## src/rtl/prot_pkg.sv

```systemverilog
// protection chip shared definitions
package prot_pkg;

    // register word offsets, cpu byte address minus 0x4000, halved
    localparam logic [13:1] REG_DATA = 13'hd05;
    localparam logic [13:1] REG_CMD  = 13'hc7e;
    localparam logic [13:1] REG_V0   = 13'hc0c;
    localparam logic [13:1] REG_V1   = 13'he58;
    localparam logic [13:1] REG_V2   = 13'h064;

    // dma trigger, matched on addr[7:1]
    localparam logic [7:1] DMA_TRIG_ADDR = 7'd1;

    // read port commands
    localparam logic [15:0] CMD_ID    = 16'h100b;
    localparam logic [15:0] CMD_MASK4 = 16'h6003;
    localparam logic [15:0] CMD_MASK5 = 16'h6004;
    localparam logic [15:0] CMD_BIT0  = 16'h6000;
    localparam logic [15:0] CMD_BYTE0 = 16'h0000;
    localparam logic [15:0] CMD_BYTE7 = 16'h6007;
    localparam logic [15:0] CMD_CALC  = 16'h8abc;

    localparam logic [15:0] RESP_ID   = 16'h0064;
    localparam logic [15:0] RESP_NONE = 16'hffff;

    // sort engine sizes
    localparam int SCAN_ENTRIES    = 128;
    localparam int PRIO_LEVELS     = 8;
    localparam int STEPS_PER_ENTRY = 4;

    typedef struct packed {
        logic        cs;
        logic [13:1] addr;
        logic [1:0]  dsn;
        logic [15:0] din;
        logic        cpu_we;
    } cpu_bus_t;

    typedef struct packed {
        logic        cs;
        logic [13:1] addr;
        logic [15:0] din;
        logic [1:0]  we;
    } oram_port_t;

    typedef struct packed {
        logic [15:0]        cmd;
        logic [15:0]        odma;
        logic signed [15:0] v0;
        logic signed [15:0] v1;
        logic signed [15:0] v2;
    } vec_regs_t;

    // word address reordered to match the object chip pins
    function automatic logic [13:1] obj_pin_addr(input logic [13:1] a);
        return {a[6:5], a[1], a[13:7], a[4:2]};
    endfunction

endpackage

```

## src/rtl/prot_calc.sv

```systemverilog
// vector math and command response
`timescale 1ns/1ns

module prot_calc import prot_pkg::*; (
    input  logic        clk,
    input  vec_regs_t   regs,
    output logic [15:0] dout
);

    logic signed [15:0] vx0;
    logic signed [15:0] vx1;
    logic signed [15:0] vsum;
    logic signed [15:0] vs3;
    logic               rnd;
    logic [15:0]        xfield;
    logic [15:0]        sfield;
    logic [15:0]        vcalc;
    logic [15:0]        calc_q;

    always_comb begin
        // x term, negated eighth of v0 rounded by 32
        vx0    = ($signed(regs.v0) + 16'sd32) >>> 3;
        vx1    = -vx0;
        xfield = {5'd0, vx1[4:0], 6'd0};

        // s term from v1+v2, rounded toward zero
        vsum   = $signed(regs.v1) + $signed(regs.v2) - 16'sd6;
        vs3    = vsum >>> 3;
        rnd    = vsum[15] && (|vsum[2:0]);
        sfield = (16'(vs3) + {15'd0, rnd} + 16'd12) & 16'h003f;

        vcalc  = xfield + sfield;
    end

    // extra stage on the calc path, two clocks total
    always_ff @(posedge clk) begin
        calc_q <= vcalc;
    end

    // response selected by cmd, odma masked per command
    always_ff @(posedge clk) begin
        case (regs.cmd)
            CMD_ID:    dout <= RESP_ID;
            CMD_MASK4: dout <= {12'd0, regs.odma[3:0]};
            CMD_MASK5: dout <= {11'd0, regs.odma[4:0]};
            CMD_BIT0:  dout <= {15'd0, regs.odma[0]};
            CMD_BYTE0: dout <= {8'd0, regs.odma[7:0]};
            CMD_BYTE7: dout <= {8'd0, regs.odma[7:0]};
            CMD_CALC:  dout <= calc_q;
            default:   dout <= RESP_NONE;
        endcase
    end

endmodule

```

## src/rtl/prot_ctrl.sv

```systemverilog
// dma bus arbitration and step sequencer
`timescale 1ns/1ns

module prot_ctrl import prot_pkg::*; (
    input  logic       clk,
    input  logic       rst,
    input  logic       cen_8,
    input  logic       cs,
    input  logic       cpu_we,
    input  logic [7:1] trig_addr,
    input  logic       BGn,
    input  logic       level_done,
    input  logic       last_level,
    output logic       BRn,
    output logic       BGACKn,
    output logic [1:0] st,
    output logic       step_en,
    output logic       scan_start
);

    localparam logic [1:0] ST_LAST = 2'(STEPS_PER_ENTRY - 1);

    logic trig;
    logic release_bus;

    // cpu write to the trigger register
    assign trig = cs && cpu_we && (trig_addr == DMA_TRIG_ADDR);

    // scan restarts on every trigger, also mid dma
    assign scan_start = trig;

    // steps only tick while we own the bus
    assign step_en = !BGACKn && cen_8;

    // end of level 128 hands the bus back
    // a trigger in the same cycle keeps it
    assign release_bus = level_done && last_level && !trig;

    always_ff @(posedge clk or posedge rst) begin
        if (rst) begin
            BRn    <= 1'b1;
            BGACKn <= 1'b1;
            st     <= 2'd0;
        end else begin
            // grant seen, take the bus
            if (!BGn && !BRn) begin
                BRn    <= 1'b1;
                BGACKn <= 1'b0;
            end

            if (step_en) begin
                if (st == ST_LAST) begin
                    st <= 2'd0;
                end else begin
                    st <= st + 2'd1;
                end
            end

            if (release_bus) begin
                BGACKn <= 1'b1;
                st     <= 2'd0;
            end

            if (trig) begin
                st <= 2'd0;
                // request only when idle and not already pending
                if (BGACKn && BRn) begin
                    BRn <= 1'b0;
                end
            end
        end
    end

    // request and acknowledge are never asserted together
    a_req_ack_excl: assert property (
        @(posedge clk) disable iff (rst)
        !(!BRn && !BGACKn)
    );

    // step counter idles at 0 while the cpu owns the bus
    a_st_idle: assert property (
        @(posedge clk) disable iff (rst)
        BGACKn |-> st == 2'd0
    );

endmodule

```

## src/rtl/prot_obj_scan.sv

```systemverilog
// priority scan and object ram port
`timescale 1ns/1ns

module prot_obj_scan import prot_pkg::*; (
    input  logic        clk,
    input  logic        rst,
    input  cpu_bus_t    cpu,
    input  logic        objsys_cs,
    input  logic        BGACKn,
    input  logic [1:0]  st,
    input  logic        step_en,
    input  logic        scan_start,
    input  logic [15:0] oram_dout,
    output oram_port_t  oram,
    output logic        level_done,
    output logic        last_level
);

    localparam int         IDX_W    = $clog2(SCAN_ENTRIES);
    localparam logic [1:0] ST_WRITE = 2'(STEPS_PER_ENTRY - 1);

    logic [IDX_W-1:0]       scan_idx;
    logic [PRIO_LEVELS-1:0] level;
    logic [7:0]             rank;
    logic                   match;
    logic                   rank_wr;
    logic [13:1]            scan_addr;

    // one-hot level, last one is bit 7
    assign last_level = level[PRIO_LEVELS-1];
    assign level_done = step_en && (st == ST_WRITE) && (scan_idx == IDX_W'(SCAN_ENTRIES - 1));
    assign rank_wr    = step_en && (st == ST_WRITE) && match;

    // entries sit 8 words apart
    assign scan_addr  = {3'd0, scan_idx, 3'd0};

    always_ff @(posedge clk or posedge rst) begin
        if (rst) begin
            scan_idx <= '0;
            level    <= PRIO_LEVELS'(1);
            rank     <= 8'd0;
            match    <= 1'b0;
        end else if (scan_start) begin
            scan_idx <= '0;
            level    <= PRIO_LEVELS'(1);
            rank     <= 8'd0;
            match    <= 1'b0;
        end else if (step_en) begin
            case (st)
                // ram data valid by step 2, address set since step 0
                2'd2: match <= (oram_dout[15:8] == level);
                ST_WRITE: begin
                    match    <= 1'b0;
                    scan_idx <= scan_idx + 1'b1;
                    if (match) begin
                        rank <= rank + 8'd1;
                    end
                    if (level_done) begin
                        level <= level << 1;
                    end
                end
                default: match <= 1'b0;
            endcase
        end
    end

    // dma owns the port while acknowledge is low
    always_comb begin
        if (!BGACKn) begin
            oram.cs   = 1'b1;
            oram.addr = obj_pin_addr(scan_addr);
            oram.din  = {8'd0, rank};
            oram.we   = {1'b0, rank_wr};
        end else begin
            oram.cs   = objsys_cs;
            oram.addr = obj_pin_addr(cpu.addr);
            oram.din  = cpu.din;
            oram.we   = ~cpu.dsn & {2{cpu.cpu_we}};
        end
    end

    // each entry matches one level at most, so ranks stay below the entry count
    a_rank_range: assert property (
        @(posedge clk) disable iff (rst)
        rank_wr |-> rank < 8'(SCAN_ENTRIES)
    );

    // cpu keeps off the object bus while the dma holds it
    a_cpu_silent: assert property (
        @(posedge clk) disable iff (rst)
        !BGACKn |-> !(objsys_cs && cpu.cpu_we)
    );

endmodule

```

## src/rtl/prot_regs.sv

```systemverilog
// cpu register file with byte lanes
`timescale 1ns/1ns

module prot_regs import prot_pkg::*; (
    input  logic        clk,
    input  logic        rst,
    input  logic        ram_we,
    input  logic [13:1] addr,
    input  logic [1:0]  dsn,
    input  logic [15:0] din,
    output vec_regs_t   regs
);

    // merge active byte lanes, dsn is active low
    function automatic logic [15:0] lane_wr(
        input logic [15:0] old,
        input logic [15:0] wdat,
        input logic [1:0]  ben_n
    );
        logic [15:0] res;
        res = old;
        if (!ben_n[0]) begin
            res[7:0] = wdat[7:0];
        end
        if (!ben_n[1]) begin
            res[15:8] = wdat[15:8];
        end
        return res;
    endfunction

    always_ff @(posedge clk or posedge rst) begin
        if (rst) begin
            regs <= '0;
        end else if (ram_we) begin
            // five decoded offsets
            case (addr)
                REG_DATA: regs.odma <= lane_wr(regs.odma, din, dsn);
                REG_CMD:  regs.cmd  <= lane_wr(regs.cmd, din, dsn);
                REG_V0:   regs.v0   <= lane_wr(regs.v0, din, dsn);
                REG_V1:   regs.v1   <= lane_wr(regs.v1, din, dsn);
                REG_V2:   regs.v2   <= lane_wr(regs.v2, din, dsn);
                // shared ram elsewhere, not ours
                default: begin
                    regs <= regs;
                end
            endcase
        end
    end

endmodule

```

## src/rtl/prot_top.sv

```systemverilog
// protection chip top level
`timescale 1ns/1ns

module prot_top import prot_pkg::*; (
    input  logic        clk,
    input  logic        rst,
    input  logic        cen_8,

    // cpu side
    input  cpu_bus_t    cpu,
    input  logic        ram_we,
    input  logic        objsys_cs,
    output logic [15:0] dout,

    // object ram port
    output oram_port_t  oram,
    input  logic [15:0] oram_dout,

    // 68000 bus arbitration
    output logic        BRn,
    input  logic        BGn,
    output logic        BGACKn
);

    vec_regs_t   regs;
    logic [1:0]  st;
    logic        step_en;
    logic        scan_start;
    logic        level_done;
    logic        last_level;

    // arbitration and step sequencing
    prot_ctrl u_ctrl (
        .clk        (clk),
        .rst        (rst),
        .cen_8      (cen_8),
        .cs         (cpu.cs),
        .cpu_we     (cpu.cpu_we),
        .trig_addr  (cpu.addr[7:1]),
        .BGn        (BGn),
        .level_done (level_done),
        .last_level (last_level),
        .BRn        (BRn),
        .BGACKn     (BGACKn),
        .st         (st),
        .step_en    (step_en),
        .scan_start (scan_start)
    );

    // written through the shared ram strobe
    prot_regs u_regs (
        .clk    (clk),
        .rst    (rst),
        .ram_we (ram_we),
        .addr   (cpu.addr),
        .dsn    (cpu.dsn),
        .din    (cpu.din),
        .regs   (regs)
    );

    prot_calc u_calc (
        .clk  (clk),
        .regs (regs),
        .dout (dout)
    );

    // priority scan and object ram mux
    prot_obj_scan u_scan (
        .clk        (clk),
        .rst        (rst),
        .cpu        (cpu),
        .objsys_cs  (objsys_cs),
        .BGACKn     (BGACKn),
        .st         (st),
        .step_en    (step_en),
        .scan_start (scan_start),
        .oram_dout  (oram_dout),
        .oram       (oram),
        .level_done (level_done),
        .last_level (last_level)
    );

endmodule

```

## config.mk

```make
export PLATFORM = sky130hd
export DESIGN_NAME = prot_top
export DESIGN_NICKNAME = d
export VERILOG_FILES = /design/src/rtl/prot_pkg.sv /design/src/rtl/prot_calc.sv /design/src/rtl/prot_ctrl.sv /design/src/rtl/prot_obj_scan.sv /design/src/rtl/prot_regs.sv /design/src/rtl/prot_top.sv
export SDC_FILE = /design/constraint.sdc
export NUM_CORES = 1
export LEC_CHECK = 0
export BUFFER_PORTS_ARGS = -buffer_cell sky130_fd_sc_hd__buf_4
export CAP_MARGIN = 20
export CORE_UTILIZATION = 30
export DETAILED_ROUTE_END_ITERATION = 6
export GPL_TIMING_DRIVEN = 0
export MAX_ROUTING_LAYER = met4
export PLACE_DENSITY = 0.45
export SLEW_MARGIN = 40
export SYNTH_ARGS = -nofsm -noshare
export SYNTH_HDL_FRONTEND = slang
export SYNTH_HIERARCHICAL = 1
export SYNTH_SLANG_ARGS = --single-unit
```

## constraint.sdc

```tcl
create_clock -name clk -period 4.63 [get_ports clk]
set_clock_uncertainty 0.15 [all_clocks]
set_input_delay 0.463 -clock clk [delete_from_list [all_inputs] [get_ports clk]]
set_output_delay 0.463 -clock clk [all_outputs]
set_load 0.01 [all_outputs]
```

==> reports/metrics.yaml <==
fin_nets: 763
gp_congestion: 0.774
hp-class: "input port to flip-flop"
rsz0062_at_grt: "no"
path_common_cell: "ha_1"
finalSetupViolations: 0
yosysWarnings: 6
fin_crit_ns: 3.39
ioPinCount: 105
post_drt_wl_per_cell_um: 15.9
final.setup.tns_ns: 0
finalCritPeriodShare: 0.732
netlist_area_um2: 6010
postSynthCellCount: 562
leakagePower_uw: 0.00363
dr.pass1.iters: 4
synth.net_count: 654
dieWidth_um: 144
antenna_cells: 0
die_height_um: 144
cp_max_fo: 3
tightest_slew_ns: 0.727
post-dp-hpwl_um: 11400
worst_ep_required_time_ns: 4.75
cts_made_buffers: 9
antenna_found_initial: 0
die-area_um2: 20600
route.detailed.drc: 0
syn_area_per_cell_um2: 10.7
met1_length_um: 6980
grt_max_degree: 33
max_freq_mhz: 295
cpPeakStageDelay_ns: 0.50
crit_path_top_delay_cell: "or4_1"
worst_setup_path_end_kind: "flip-flop"
area_growth_syn_to_layout_pct: 23.0
drv_cap: 0
ant_nets: 0
port_buffers: 96
holdWs_ns: 0.206
htreeDepth: 3
drtIter0Drc: 177
start_util: 0.308
routed_wirelength_um: 14900
overflow: 0
crit_path_start_kind: "flip-flop"
powerDensity_nw_per_um2: 279
ir_worst_vdd_uv: 155
status: "complete, no violations"
num_rows: 51
cts_tree: "built"
top_layer_used: "met4"
relSlewSlack: 0.513
viasPerCell: 4.75
grt_first_pass_wirelength_um: 24200
cp.arrival_ns: 3.51
cts_setup_buffers: 0
final_max_slew_viol_count: 0
layout-drive-gt1-share: 0.334
path_clk_slew_ns: 0.08
cts_sinks: 112
clkLatencyLatePin_ns: 0.36
grt_usage: 0.160
grt_pass1_vias: 4559
criticalPathCategory: "flip-flop to flip-flop"
vias: 4466
clockRootBuffer: "clkbuf_16"
met2_length_um: 7230
finalHoldViolCount: 0
fillers: 2006
clock_path_buffers: 2
wl_met3_um: 597
core_um2: 19500
cp_cell_sequence: "inv_1 > ha_1 > inv_1 > ha_1 > fa_1 > nand3_1 > a21boi_1 > o21ai_0 > a211oi_1 > or4_1 > o21ai_0 > ha_1 > a21o_1 > o22ai_1 > xnor2_1"
-- per-stage QoR --
| step | area [um2] | power [uW] | setup WS (ns) | instances | util |
|---|---|---|---|---|---|
| finish | 7390 | 2060 | 1.24 | 941 | 0.378 |
| global route | 7390 | 2160 | 0.940 | 941 | 0.378 |
| CTS | 7390 | 2090 | 1.17 | 941 | 0.378 |
| detailed placement | 7090 | 1310 | 1.20 | 924 | 0.363 |
| global placement | 7060 | 1300 | 1.22 | 923 | 0.362 |
| floorplan | 6010 | 1190 | 1.57 | 562 | - |
-- flip-flops by register name, summed over array words and instances, names as in the netlist --
register and count:
u_scan/match 1, u_calc/dout 12, u_calc/calc_q 11, u_scan/rank 8, u_ctrl/BGACKn 1, u_scan/level 8
u_scan/scan_idx 7, u_regs/regs 61, u_ctrl/BRn 1, u_ctrl/st 2
-- path summary, 6_finish.rpt --
| path | depth (start not counted) | slack [ns] | startpoint | end |
|---|---|---|---|---|
| max | 15 | 1.24 | u_regs/regs[1]$_DFFE_PP0P_ | u_calc/calc_q[5]$_DFF_P_ |
| min | 3 | 0.21 | BGn | u_ctrl/BRn$_DFF_PP1_ |
| max reg2reg | 15 | 1.24 | u_regs/regs[1]$_DFFE_PP0P_ | u_calc/calc_q[5]$_DFF_P_ |
| min reg2reg | 0 | 0.25 | u_regs/regs[35]$_DFFE_PP0P_ | u_calc/calc_q[6]$_DFF_P_ |
| max in group asynchronous | 4 | 3.26 | rst | u_regs/regs[0]$_DFFE_PP0P_ |
| min in group asynchronous | 3 | 0.43 | rst | u_ctrl/st[0]$_DFFE_PP0P_ |
-- final cells by class --
| cell class | count | area, um2 | share of cell area |
|---|---|---|---|
| sequential | 112 | 2690 | 0.364 |
| timing repair buffer | 98 | 751 | 0.102 |
| tap | 265 | 332 | 0.0449 |
| clock inverter | 5 | 37.5 | 0.00508 |
| inverter | 60 | 228 | 0.0308 |
| clock buffer | 11 | 253 | 0.0342 |
| multi-input combinational | 375 | 3020 | 0.409 |
| buffer | 15 | 78.8 | 0.0107 |
-- layout by cell type (no fill, tap or decap), types with 19 or more instances in the layout --
cell type / n
mux2_2: 73
dfxtp_1: 23
inv_1: 58
xor2_1: 19
nor2_1: 26
nand2_1: 35
dfrtp_1: 86
buf_4: 101
a21oi_1: 19
ha_1: 36
-- report_power, final --
part | internal [uW] | switching, uW
Combinational | 113 | 121
Clock | 399 | 372
Sequential | 1010 | 50.6
-- per-layer routing --
metal | GRT usage | vias up
met1 | 0.201 | 2182
li1 | - | 2176
met2 | 0.265 | 98
met3 | 0.0327 | 10
met5 | - | -
met4 | 0.0314 | 0
-- worst max-delay path, delay by kind of cell, from the launching register on --
| family | cells | cell delay [ns] |
|---|---|---|
| AO/OA/AOI/OAI | 6 | 0.78 |
| XOR/XNOR | 1 | 0.22 |
| adder cells (fa/ha/maj) | 4 | 1.10 |
| buffers and inverters | 2 | 0.09 |
| flip-flops | 1 | 0.35 |
| AND/OR/NAND/NOR | 2 | 0.63 |
-- what timing repair did --
| item | CTS | global route |
|---|---|---|
| hold endpoints to repair | 31 | 0 |
| gates resized for setup | 0 | 0 |
| hold buffers | 1 | 0 |
No activity file was read; power rests on OpenSTA's default activity.
